--- src/overlapPkg.sv ---
package overlapPkg;

    // Width of a top or a bot word
    localparam int WORD_WIDTH = 128;

    // A score runs from 0 to 128, so it needs eight bits
    localparam int SCORE_WIDTH = 8;

    // Lane split used for the partial counts in the first pipeline stage
    localparam int LANE_COUNT = 8;
    localparam int LANE_WIDTH = 16;

    // One word, read either flat or as sixteen-bit lanes
    typedef union packed {
        logic [WORD_WIDTH-1:0] flat;
        logic [LANE_COUNT-1:0][LANE_WIDTH-1:0] lanes;
    } overlapWord_u;

    typedef logic [SCORE_WIDTH-1:0] score_t;

endpackage
--- src/pipeIf.sv ---
`timescale 1ns/1ps

interface pipeIf;
    import overlapPkg::*;

    // Reference word for every bot currently being issued
    overlapWord_u top;

    // Registered bot and its issue strobe
    overlapWord_u bot;
    logic botValid;

    // Shared stall enable, every pipeline stage holds while it is low
    logic advance;

    modport issue (output top, output bot, output botValid, output advance);

    modport score (input top, input bot, input botValid, input advance);

endinterface

--- src/overlapTop.sv ---
`timescale 1ns/1ps

module overlapTop #(
    parameter int PIPE_DEPTH = 3,
    parameter int INIT_CYCLES = 2,
    parameter int FIFO_DEPTH = 8
) (
    input  logic clk,
    input  logic rst,
    input  logic startNewTop,
    input  overlapPkg::overlapWord_u topIn,
    input  overlapPkg::overlapWord_u botIn,
    input  logic isBotInValid,
    output logic readyForBotIn,
    input  logic resultReady,
    output overlapPkg::score_t result,
    output logic resultValid
);
    import overlapPkg::*;

    score_t pipeScore;
    logic scoreValid;
    logic fifoAlmostFull;
    logic fifoRead;

    pipeIf pipeBus ();

    pipelineManager #(
        .PIPE_DEPTH(PIPE_DEPTH),
        .INIT_CYCLES(INIT_CYCLES)
    ) pipelineManager_inst (
        .clk(clk),
        .rst(rst),
        .startNewTop(startNewTop),
        .topIn(topIn),
        .botIn(botIn),
        .isBotInValid(isBotInValid),
        .readyForBotIn(readyForBotIn),
        .resultValid(scoreValid),
        .fifoAlmostFull(fifoAlmostFull),
        .pipe(pipeBus.issue)
    );

    overlapPipeline overlapPipeline_inst (
        .clk(clk),
        .rst(rst),
        .pipe(pipeBus.score),
        .score(pipeScore)
    );

    // A score leaves only when the caller takes it
    assign fifoRead = resultValid && resultReady;

    resultFifo #(
        .FIFO_DEPTH(FIFO_DEPTH),
        .PIPE_DEPTH(PIPE_DEPTH)
    ) resultFifo_inst (
        .clk(clk),
        .rst(rst),
        .writeEnable(scoreValid),
        .writeData(pipeScore),
        .readEnable(fifoRead),
        .readData(result),
        .notEmpty(resultValid),
        .almostFull(fifoAlmostFull)
    );

endmodule

--- src/resultFifo.sv ---
`timescale 1ns/1ps

module resultFifo #(
    parameter int FIFO_DEPTH = 8,
    parameter int PIPE_DEPTH = 3
) (
    input  logic clk,
    input  logic rst,
    input  logic writeEnable,
    input  overlapPkg::score_t writeData,
    input  logic readEnable,
    output overlapPkg::score_t readData,
    output logic notEmpty,
    output logic almostFull
);
    import overlapPkg::*;

    localparam int PTR_WIDTH = $clog2(FIFO_DEPTH);
    localparam int COUNT_WIDTH = $clog2(FIFO_DEPTH + 1);
    // Leaves room for every score still in flight when the stall begins
    localparam int ALMOST_FULL_LEVEL = FIFO_DEPTH - PIPE_DEPTH - 1;

    score_t storage [FIFO_DEPTH];
    logic [PTR_WIDTH-1:0] readPtr;
    logic [PTR_WIDTH-1:0] writePtr;
    logic [COUNT_WIDTH-1:0] count;

    function automatic logic [PTR_WIDTH-1:0] nextPtr(input logic [PTR_WIDTH-1:0] ptr);
        if (ptr == PTR_WIDTH'(FIFO_DEPTH - 1)) begin
            return '0;
        end
        return ptr + 1'b1;
    endfunction

    always_ff @(posedge clk) begin
        if (rst) begin
            readPtr <= '0;
            writePtr <= '0;
            count <= '0;
        end else begin
            if (writeEnable) begin
                writePtr <= nextPtr(writePtr);
            end
            if (readEnable) begin
                readPtr <= nextPtr(readPtr);
            end
            case ({writeEnable, readEnable})
                2'b10: count <= count + 1'b1;
                2'b01: count <= count - 1'b1;
                default: count <= count;
            endcase
        end
    end

    always_ff @(posedge clk) begin
        if (writeEnable) begin
            storage[writePtr] <= writeData;
        end
    end

    // First-word fall-through, the oldest score is always on readData
    assign readData = storage[readPtr];
    assign notEmpty = count != '0;
    assign almostFull = count >= COUNT_WIDTH'(ALMOST_FULL_LEVEL);

    assert property (@(posedge clk) disable iff (rst)
        writeEnable |-> count != COUNT_WIDTH'(FIFO_DEPTH));

    assert property (@(posedge clk) disable iff (rst) readEnable |-> notEmpty);

endmodule

--- src/overlapPipeline.sv ---
`timescale 1ns/1ps

module overlapPipeline (
    input  logic clk,
    input  logic rst,
    pipeIf.score pipe,
    output overlapPkg::score_t score
);
    import overlapPkg::*;

    localparam int LANE_BITS = $clog2(LANE_WIDTH + 1);
    localparam int PAIR_BITS = LANE_BITS + 1;
    localparam int PAIR_COUNT = LANE_COUNT / 2;

    overlapWord_u masked;
    logic [LANE_BITS-1:0] laneCount [LANE_COUNT];
    logic [PAIR_BITS-1:0] pairSum [PAIR_COUNT];
    score_t scoreSum;
    logic validS1;
    logic validS2;
    logic validS3;

    function automatic logic [LANE_BITS-1:0] countLane(input logic [LANE_WIDTH-1:0] lane);
        logic [LANE_BITS-1:0] total;
        total = '0;
        for (int i = 0; i < LANE_WIDTH; i++) begin
            total = total + LANE_BITS'(lane[i]);
        end
        return total;
    endfunction

    // Bits set in both words
    assign masked = overlapWord_u'(pipe.top.flat & pipe.bot.flat);

    always_comb begin
        scoreSum = '0;
        for (int p = 0; p < PAIR_COUNT; p++) begin
            scoreSum = scoreSum + score_t'(pairSum[p]);
        end
    end

    always_ff @(posedge clk) begin
        if (pipe.advance) begin
            // Stage 1 counts each lane on its own
            for (int l = 0; l < LANE_COUNT; l++) begin
                laneCount[l] <= countLane(masked.lanes[l]);
            end
            // Stage 2 folds neighbouring lanes together
            for (int p = 0; p < PAIR_COUNT; p++) begin
                pairSum[p] <= PAIR_BITS'(laneCount[2*p]) + PAIR_BITS'(laneCount[2*p+1]);
            end
            score <= scoreSum;
        end
    end

    // Stage valids follow the same enable as the data
    always_ff @(posedge clk) begin
        if (rst) begin
            validS1 <= 1'b0;
            validS2 <= 1'b0;
            validS3 <= 1'b0;
        end else if (pipe.advance) begin
            validS1 <= pipe.botValid;
            validS2 <= validS1;
            validS3 <= validS2;
        end
    end

    assert property (@(posedge clk) disable iff (rst)
        validS3 |-> score <= score_t'(WORD_WIDTH));

endmodule

--- src/pipelineManager.sv ---
`timescale 1ns/1ps

module pipelineManager #(
    parameter int PIPE_DEPTH = 3,
    parameter int INIT_CYCLES = 2
) (
    input  logic clk,
    input  logic rst,

    // From the caller
    input  logic startNewTop,
    input  overlapPkg::overlapWord_u topIn,
    input  overlapPkg::overlapWord_u botIn,
    input  logic isBotInValid,
    output logic readyForBotIn,

    // To and from the result FIFO
    output logic resultValid,
    input  logic fifoAlmostFull,

    // To the scoring pipeline
    pipeIf.issue pipe
);
    import overlapPkg::*;

    localparam int DRAIN_WIDTH = $clog2(PIPE_DEPTH + 1);
    localparam int INIT_WIDTH = $clog2(INIT_CYCLES + 2);

    overlapWord_u currentTop;
    overlapWord_u pendingTop;
    overlapWord_u botReg;
    logic pendingValid;
    logic botValidReg;
    logic [DRAIN_WIDTH-1:0] drainCount;
    logic [INIT_WIDTH-1:0] initCount;

    logic advance;
    logic initializing;
    logic botsCleared;
    logic takeWord;
    logic takeNewTop;
    logic takeBot;
    logic loadTop;
    logic lastSlotValid;

    assign initializing = initCount != '0;
    assign advance = !fifoAlmostFull && !initializing;
    assign readyForBotIn = advance && !pendingValid;

    // A word taken together with startNewTop is a top, never a bot
    assign takeWord = isBotInValid && readyForBotIn;
    assign takeNewTop = takeWord && startNewTop;
    assign takeBot = takeWord && !startNewTop;

    // Once PIPE_DEPTH advancing cycles pass with no new bot, nothing old is in flight
    assign botsCleared = drainCount == DRAIN_WIDTH'(PIPE_DEPTH);
    assign loadTop = pendingValid && botsCleared;

    always_ff @(posedge clk) begin
        if (rst) begin
            pendingValid <= 1'b0;
            botValidReg <= 1'b0;
            drainCount <= DRAIN_WIDTH'(PIPE_DEPTH);
            // Stay idle for a single cycle after reset
            initCount <= INIT_WIDTH'(1);
        end else begin
            if (loadTop) begin
                pendingValid <= 1'b0;
            end else if (takeNewTop) begin
                pendingValid <= 1'b1;
            end

            if (loadTop) begin
                initCount <= INIT_WIDTH'(INIT_CYCLES);
            end else if (initializing) begin
                initCount <= initCount - 1'b1;
            end

            if (advance) begin
                botValidReg <= takeBot;
                if (takeBot) begin
                    drainCount <= '0;
                end else if (!botsCleared) begin
                    drainCount <= drainCount + 1'b1;
                end
            end
        end
    end

    // Word payloads
    always_ff @(posedge clk) begin
        if (takeNewTop) begin
            pendingTop <= topIn;
        end
        if (loadTop) begin
            currentTop <= pendingTop;
        end
        if (advance) begin
            botReg <= botIn;
        end
    end

    assign pipe.top = currentTop;
    assign pipe.bot = botReg;
    assign pipe.botValid = botValidReg;
    assign pipe.advance = advance;

    // Marks which pipeline slots carry a real bot
    shiftRegister #(
        .CYCLES(PIPE_DEPTH),
        .WIDTH(1),
        .RESET_VALUE(1'b0)
    ) validSlots (
        .clk(clk),
        .rst(rst),
        .enable(advance),
        .din(botValidReg),
        .dout(lastSlotValid)
    );

    assign resultValid = lastSlotValid && advance;

    // A FIFO write must never happen while the pipeline is frozen
    assert property (@(posedge clk) disable iff (rst) resultValid |-> pipe.advance);

    assert property (@(posedge clk) disable iff (rst) pendingValid |-> !readyForBotIn);

endmodule

--- src/shiftRegister.sv ---
`timescale 1ns/1ps

module shiftRegister #(
    parameter int CYCLES = 3,
    parameter int WIDTH = 1,
    parameter logic [WIDTH-1:0] RESET_VALUE = '0
) (
    input  logic clk,
    input  logic rst,
    input  logic enable,
    input  logic [WIDTH-1:0] din,
    output logic [WIDTH-1:0] dout
);

    logic [WIDTH-1:0] stages [CYCLES];

    // The whole chain moves one step per enabled cycle and freezes otherwise
    always_ff @(posedge clk) begin
        if (rst) begin
            for (int i = 0; i < CYCLES; i++) begin
                stages[i] <= RESET_VALUE;
            end
        end else if (enable) begin
            stages[0] <= din;
            for (int i = 1; i < CYCLES; i++) begin
                stages[i] <= stages[i-1];
            end
        end
    end

    assign dout = stages[CYCLES-1];

endmodule

--- config.mk ---
export PLATFORM = sky130hd
export DESIGN_NAME = overlapTop
export DESIGN_NICKNAME = d
export VERILOG_FILES = /design/src/overlapPkg.sv /design/src/pipeIf.sv /design/src/overlapTop.sv /design/src/resultFifo.sv /design/src/overlapPipeline.sv /design/src/pipelineManager.sv /design/src/shiftRegister.sv
export SDC_FILE = /design/constraint.sdc
export NUM_CORES = 1
export LEC_CHECK = 0
export ABC_AREA = 1
export BUFFER_PORTS_ARGS = -buffer_cell sky130_fd_sc_hd__buf_2
export CAP_MARGIN = 20
export CORE_MARGIN = 4
export CORE_UTILIZATION = 55
export DETAILED_ROUTE_END_ITERATION = 7
export PLACE_DENSITY = 0.82
export RECOVER_POWER = 50
export SLEW_MARGIN = 25
export SYNTH_ARGS = -nofsm -noshare
export SYNTH_HDL_FRONTEND = slang
export SYNTH_SLANG_ARGS = --single-unit
--- constraint.sdc ---
create_clock -name clk -period 8.5 [get_ports clk]
set_clock_uncertainty 0.1 [all_clocks]
set_input_delay 1.275 -clock clk [delete_from_list [all_inputs] [get_ports clk]]
set_output_delay 1.275 -clock clk [all_outputs]
set_load 0.05 [all_outputs]
==> results of run 1 <==
[state kept, by name, indices dropped and copies added, names as in the netlist, named ones only]
signal	count
pipelineManager_inst.pendingTop	128
pipelineManager_inst.pipe.bot	128
pipelineManager_inst.pipe.top	128
resultFifo_inst.storage	64
overlapPipeline_inst.laneCount	40
overlapPipeline_inst.pairSum	24
overlapPipeline_inst.score	8
resultFifo_inst.count	4
pipelineManager_inst.validSlots.stages	3
resultFifo_inst.readPtr	3
resultFifo_inst.writePtr	3
pipelineManager_inst.drainCount	2
pipelineManager_inst.initCount	2
pipelineManager_inst.pendingValid	1
pipelineManager_inst.pipe.botValid	1
[cells in the final DEF, fill, tap and decap left out, types with 2 or more instances in the layout]
cell and instances:
inv_1 261, nand3_1 20, dfxtp_1 18, a21oi_1 29
nand2_2 2, clkinvlp_4 4, o22ai_1 9, o21ai_1 14
edfxtp_1 523, o21ai_0 39, clkinv_2 4, fa_1 93
nand2_4 3, ha_1 81, o21bai_1 7, nand2_1 199
diode_2 2, clkinv_1 13, bufinv_16 5, inv_6 3
buf_2 236, xnor2_1 15, a21boi_0 4, buf_4 4
clkbuf_1 45, clkbuf_16 54, nor2_4 2, nor3_2 2
xor2_1 24, nor2_1 49, clkinv_4 2, nand4_1 5
mux2i_1 8, nor2_2 2
[Yosys cell counts (2+ instances only)]
master,instances
xor2_1,24
o22ai_1,9
nor3_2,2
nor2_1,49
mux2i_1,8
inv_2,2
inv_1,261
nand2_4,3
nand2_2,2
xnor2_1,15
buf_2,2
a21oi_1,29
nand4_1,5
nand3_1,20
buf_6,6
ha_1,81
o21ai_0,39
nand2_1,199
edfxtp_1,523
o21ai_1,14
nor2_4,2
fa_1,93
a21boi_0,4
o21bai_1,7
dfxtp_1,19
nor2_2,2
[logic make-up (layout without fill, tap and decap cells)]
group	after synthesis	after routing	synth area share (%)
AO/OA/AOI/OAI	108	108	2.70
other	0	2	0
flip-flops	542	542	72.2
AND/OR/NAND/NOR	287	287	5.39
multiplexers	8	8	0.359
XOR/XNOR	39	39	1.53
adder cells (fa/ha/maj)	174	174	12.9
buffers and inverters	275	636	4.92
[power breakdown]
group          switching [W]  internal (W)
clock               0.000950       0.00132
sequential          0.000238       0.00400
combinational        0.00239       0.00154
total                0.00358       0.00686
[area by class of cell]
class | instances | share of cell area (%)
antenna | 2 | 0.0193
clock buffer | 65 | 5.38
clock inverter | 31 | 1.16
inverter | 265 | 3.89
multi-input combinational | 616 | 19.7
sequential | 542 | 62.1
tap | 525 | 2.54
timing repair buffer | 275 | 5.21
[metrics by stage]
| stage | hold WS, ps | power [W] | worst slack [ps] | instances | utilization (%) |
|---|---|---|---|---|---|
| after global routing | 314 | 0.0114 | 3310 | 2321 | 64.9 |
| final | 293 | 0.0104 | 3760 | 2321 | 64.9 |
| after floorplan | 300 | 0.00732 | 1040 | 1433 | - |
| after global placement | 301 | 0.00805 | 4220 | 2223 | 60.8 |
| after detailed placement | 305 | 0.00830 | 4110 | 2223 | 60.8 |
| after CTS | 288 | 0.0106 | 4110 | 2319 | 65.0 |
[how the worst max path moves through the flow]
| stage | from | slack [ps] | end |
|---|---|---|---|
| 6_report | pipelineManager_inst.drainCount[0]$_SDFFE_PP1P_ | 3760 | pipelineManager_inst.pipe.top[126]$_DFFE_PP_ |
| 4_1_cts | pipelineManager_inst.pipe.bot[112]$_DFFE_PP_ | 4110 | overlapPipeline_inst.laneCount[1][17]$_DFFE_PP_ |
| 3_5_place_dp | pipelineManager_inst.pipe.bot[112]$_DFFE_PP_ | 4110 | overlapPipeline_inst.laneCount[1][17]$_DFFE_PP_ |
| 3_3_place_gp | pipelineManager_inst.pipe.top[96]$_DFFE_PP_ | 4220 | overlapPipeline_inst.laneCount[1][12]$_DFFE_PP_ |
| 2_1_floorplan | isBotInValid | 1040 | pipelineManager_inst.pendingValid$_SDFFE_PP0P_ |
| 5_1_grt | pipelineManager_inst.drainCount[0]$_SDFFE_PP1P_ | 3310 | pipelineManager_inst.pipe.top[126]$_DFFE_PP_ |
[worst register-to-register path: stages (launching register included)]
cell	delay [ps]
dfxtp_1	320
ha_1	220
nand2_1	90
clkinvlp_2	2290
buf_4	1310
[routing by layer]
layer | global-route usage, % | up-vias | wire length [um]
met2 | 32.1 | 274 | 20500
met3 | 3.81 | 77 | 1900
met1 | 21.8 | 5589 | 15000
li1 | - | 5506 | -
met4 | 5.33 | 0 | 1040
met5 | 0 | - | 0
==> results.yml, run 1 <==
yosys:
  ys.flop_type: "edfxtp_1"
  syn_area_sq_mm: 0.0223
  ys_async_sr_fraction_pct: 0
  yosys.area.top_type: "edfxtp_1"
  netlist.area_leader.share_pct: 70.5
  syn_nets: 1868
  post_synth_num_cell_types: 39
  synth_edf_count: 523
  ys_seq_area_share_pct: 72.2
  ys_top_cells_by_area: "edfxtp_1 70%, fa_1 8.4%, ha_1 4.5%"
  synth_seq_cells: 542
  yosysWarnings: 0
  syn_area_per_cell_sq_um: 15.5
  syn_inst: 1433
min_path:
  min_from: "pipelineManager_inst.pendingTop[106]$_DFFE_PP_"
  hold_depth: 0
  hold_path_end: "pipelineManager_inst.pipe.top[106]$_DFFE_PP_"
  hold_path_class: "reg2reg"
die:
  die-width_um: 209
  rows: 73
  initial_core_util_pct: 55.8
  die_h_um: 209
  dieArea_sq_mm: 0.0438
  num_io_pins: 271
  core_area_sq_mm: 0.0399
power:
  peakVddDrop_uv: 254
  power.leakage_nw: 10.7
  power.density_mw_per_mm2: 403
routing:
  drcViolationCount: 0
  antenna_left: 0
  drt-total-wl_mm: 38.5
  routedWlPerCell_um: 16.6
  avgViaCountPerCell: 4.93
  num_vias: 11400
  dr.pass1.iters: 5
  dr.first_iter.drc_count: 510
worst_setup_path:
  r2r_start: "pipelineManager_inst.drainCount[0]$_SDFFE_PP1P_"
  startpoint_type: "flip-flop"
  setup.reg_to_reg.worst_slack_ps: 3760
  crit_required_ps: 8580
  reg2reg_to: "pipelineManager_inst.pipe.top[126]$_DFFE_PP_"
  arrival_ps: 4820
  crit_family: "buffers and inverters"
  critPathMaxFanout: 71
  crit_type: "reg2reg"
  path_buf_inv: 2
  cpMaxStageDelayCell: "clkinvlp_2"
  r2r_cells: 4
  end_kind: "flip-flop"
  path_depth: 4
  critPathMaxStageDelay_ps: 2290
  worstPathCellList: "ha_1 > nand2_1 > clkinvlp_2 > buf_4"
timing:
  tightest_slew_ps: 3110
  setup_tns_ps: 0
  fmax_mhz: 211
  fin_crit_ps: 4740
  slew_headroom_pct: -108
  rsz0062_at_grt: "no"
  slew_viol_final: 62
  hold_viol: 0
  setup_violations: 0
  fin_crit_sh_pct: 55.8
global_route:
  grt_pass1_vias: 12500
  grt_pass1_wl_mm: 62.1
  antenna_found_initial: 2
  grt_use_total_pct: 17.8
  overflow: 0
  grt_start_max_net_pins: 133
placed_design:
  hpwl_mm: 26.4
  io_buffers: 270
  place_area_sq_mm: 0.0243
  place_congestion: 0.785
clock_tree:
  cts_made_buffers: 52
  cts_buffer_depth: 3
  holdBufCountCts: 0
  root_buffer: "clkbuf_16"
  clock_sinks: 542
  cts_setup_buffers: 0
  clkSlewWorstSetupHoldPaths_ps: 60
  cts_resized: 0
  htreeDepth: 2
  cts_tree: "done"
  insertion_delay_ps: 570
flow_run:
  cap_violations: 1
finish:
  multi_input_area_sq_mm: 0.00510
  fillCellCount: 2738
  drive_gt1_share_pct: 18.6
  finalNetCount: 2187
  area_delta_synth_final_pct: 16.2
  final_area_sq_mm: 0.0259
  register_area_sq_mm: 0.0161
run_status:
  violations: "capacitance limit, slew limit"
  status: "complete, but fails checks"
(Power assumes the default switching activity.)
==> run 2: changes to the inputs <==
Clock period 8.5 ns to 4.5 ns, I/O delays scaled along.
==> results.yml, run 2 (same netlist as run 1, synthesis figures left out) <==
run_status:
  status: "complete, but fails checks"
  violations: "capacitance limit, slew limit"
finish:
  multi_input_area_sq_mm: 0.00509
  register_area_sq_mm: 0.0161
  finalCoreUtilization_pct: 65.2
  final_cells: 2329
  final_cell_mix: "523 x edfxtp_1, 261 x inv_1, 233 x buf_2, 200 x nand2_1, 89 x fa_1"
  fillCellCount: 2774
  finalNetCount: 2196
  area_delta_synth_final_pct: 16.8
  layout_commonest_cell: "edfxtp_1"
  drive_gt1_share_pct: 19.4
placed_design:
  io_buffers: 270
  place_congestion: 0.774
  hpwl_mm: 27.3
  placed_cells: 2229
worst_setup_path:
  cpMostUsedCell: "fa_1"
  r2r_start: "pipelineManager_inst.pipe.bot[113]$_DFFE_PP_"
  reg2reg_to: "overlapPipeline_inst.laneCount[1][17]$_DFFE_PP_"
  worstPathCellList: "nand2_1 > inv_1 > ha_1 > inv_1 > fa_1 > fa_1 > fa_1 > inv_1 > fa_1 > fa_1 > fa_2 > xor2_1"
  startpoint_type: "flip-flop"
  setup.reg_to_reg.worst_slack_ps: 140
  arrival_ps: 4590
  critPathMaxFanout: 2
  cpMaxStageDelayCell: "fa_1"
  end_kind: "flip-flop"
  crit_required_ps: 4740
  r2r_cells: 12
  path_buf_inv: 3
  crit_type: "reg2reg"
  critPathMaxStageDelay_ps: 550
  crit_family: "adder cells"
clock_tree:
  holdBufCountCts: 0
  cts_setup_buffers: 0
  cts_tree: "done"
  cts_buffer_depth: 3
  clkSlewWorstSetupHoldPaths_ps: 60
  insertion_delay_ps: 590
  htreeDepth: 2
  cts_made_buffers: 54
  cts_resized: 0
  root_buffer: "clkbuf_16"
  clock_sinks: 542
power:
  clockPowerShare_pct: 21.9
  p_seq_share_pct: 40.2
  p_int_w: 0.0130
  power.leakage_nw: 10.8
  switching_share_pct: 34.6
  peakVddDrop_uv: 487
  p_sw_w: 0.00687
  power.density_mw_per_mm2: 764
  power_frac_comb_pct: 37.8
timing:
  slew_viol_final: 87
  tightest_slew_ps: 2020
  rsz0062_at_grt: "no"
  fin_crit_ps: 4360
  setup_tns_ps: 0
  hold_viol: 0
  slew_headroom_pct: -34.4
  setup_violations: 0
  fmax_mhz: 230
  fin_crit_sh_pct: 96.8
routing:
  routedWlPerCell_um: 16.9
  avgViaCountPerCell: 4.89
  antenna_left: 0
  num_vias: 11400
  dr.pass1.iters: 5
  dr.first_iter.drc_count: 594
  drcViolationCount: 0
  drt-total-wl_mm: 39.4
min_path:
  hold_path_end: "pipelineManager_inst.pipe.bot[50]$_DFFE_PP_"
  hold_depth: 1
  hold_path_class: "in2reg"
  min_from: "botIn[50]"
die:
  initial_core_util_pct: 55.8
  die-width_um: 209
  rows: 73
  core_area_sq_mm: 0.0399
  dieArea_sq_mm: 0.0438
  die_h_um: 209
  num_io_pins: 271
global_route:
  grt_pass1_vias: 12300
  antenna_found_initial: 2
  overflow: 0
  grt_use_total_pct: 18.1
  grt_start_max_net_pins: 95
  grt_pass1_wl_mm: 62.2
flow_run:
  cap_violations: 1
## run 2: changes by cell type in the layout (fill, tap and decap cells not counted), moves of 2 or more
cell | before | now
buf_2 | 236 | 233
clkinv_2 | 4 | 11
clkbuf_1 | 45 | 48
clkinv_4 | 2 | 4
buf_12 | 0 | 3
fa_2 | 0 | 4
clkbuf_8 | 0 | 2
fa_1 | 93 | 89
buf_4 | 4 | 9
clkinv_1 | 13 | 3
## run 2: worst max path at each step
stage	from	endpoint	slack (ps)	depth (start not counted)
floorplan	pipelineManager_inst.pipe.top[112]$_DFFE_PP_	overlapPipeline_inst.laneCount[1][17]$_DFFE_PP_	300	12
global placement	pipelineManager_inst.pipe.top[96]$_DFFE_PP_	overlapPipeline_inst.laneCount[1][12]$_DFFE_PP_	220	12
detailed placement	pipelineManager_inst.pipe.bot[113]$_DFFE_PP_	overlapPipeline_inst.laneCount[1][17]$_DFFE_PP_	70	12
CTS	pipelineManager_inst.pipe.top[112]$_DFFE_PP_	overlapPipeline_inst.laneCount[1][17]$_DFFE_PP_	60	12
global route	pipelineManager_inst.pipe.bot[1]$_DFFE_PP_	overlapPipeline_inst.laneCount[0][4]$_DFFE_PP_	20	13
finish	pipelineManager_inst.pipe.bot[113]$_DFFE_PP_	overlapPipeline_inst.laneCount[1][17]$_DFFE_PP_	140	12
## run 2: cell type report
type	instances	area share (%)
sequential	542	61.8
timing repair buffer	282	5.51
tap	525	2.52
multi-input combinational	616	19.6
clock buffer	68	5.55
antenna	2	0.0192
inverter	265	3.89
clock inverter	29	1.10
## run 2: per-stage QoR
stage	power (W)	worst slack, ps	hold WS (ps)	cell area [sq um]
5_1_grt	0.0216	16.4	128	26000
2_1_floorplan	0.0138	295	300	22300
3_3_place_gp	0.0152	220	301	24300
6_report	0.0199	144	154	26000
3_5_place_dp	0.0158	73.0	305	24300
4_1_cts	0.0202	63.4	117	26100
## run 2: routing by layer
layer,track usage [%],up-vias,share of wire (%)
li1,-,5532,-
met1,22.0,5497,39
met3,3.39,72,4.8
met4,6.26,0,2.8
met2,32.6,283,54
met5,0,-,0
## run 2: power by group through the flow
stage | Sequential, W | Combinational (W) | Clock (W)
after global routing | 0.00811 | 0.00882 | 0.00469
after global placement | 0.00805 | 0.00718 | 0
after CTS | 0.00802 | 0.00773 | 0.00446
after detailed placement | 0.00811 | 0.00768 | 0
after floorplan | 0.00792 | 0.00588 | 0
final | 0.00800 | 0.00752 | 0.00436
## run 2: worst reg2reg max path, cell delays in order (launching register included)
cell	delay, ps
edfxtp_1	380
nand2_1	70
inv_1	40
ha_1	260
inv_1	60
fa_1	510
fa_1	520
fa_1	550
inv_1	50
fa_1	520
fa_1	500
fa_2	390
xor2_1	170
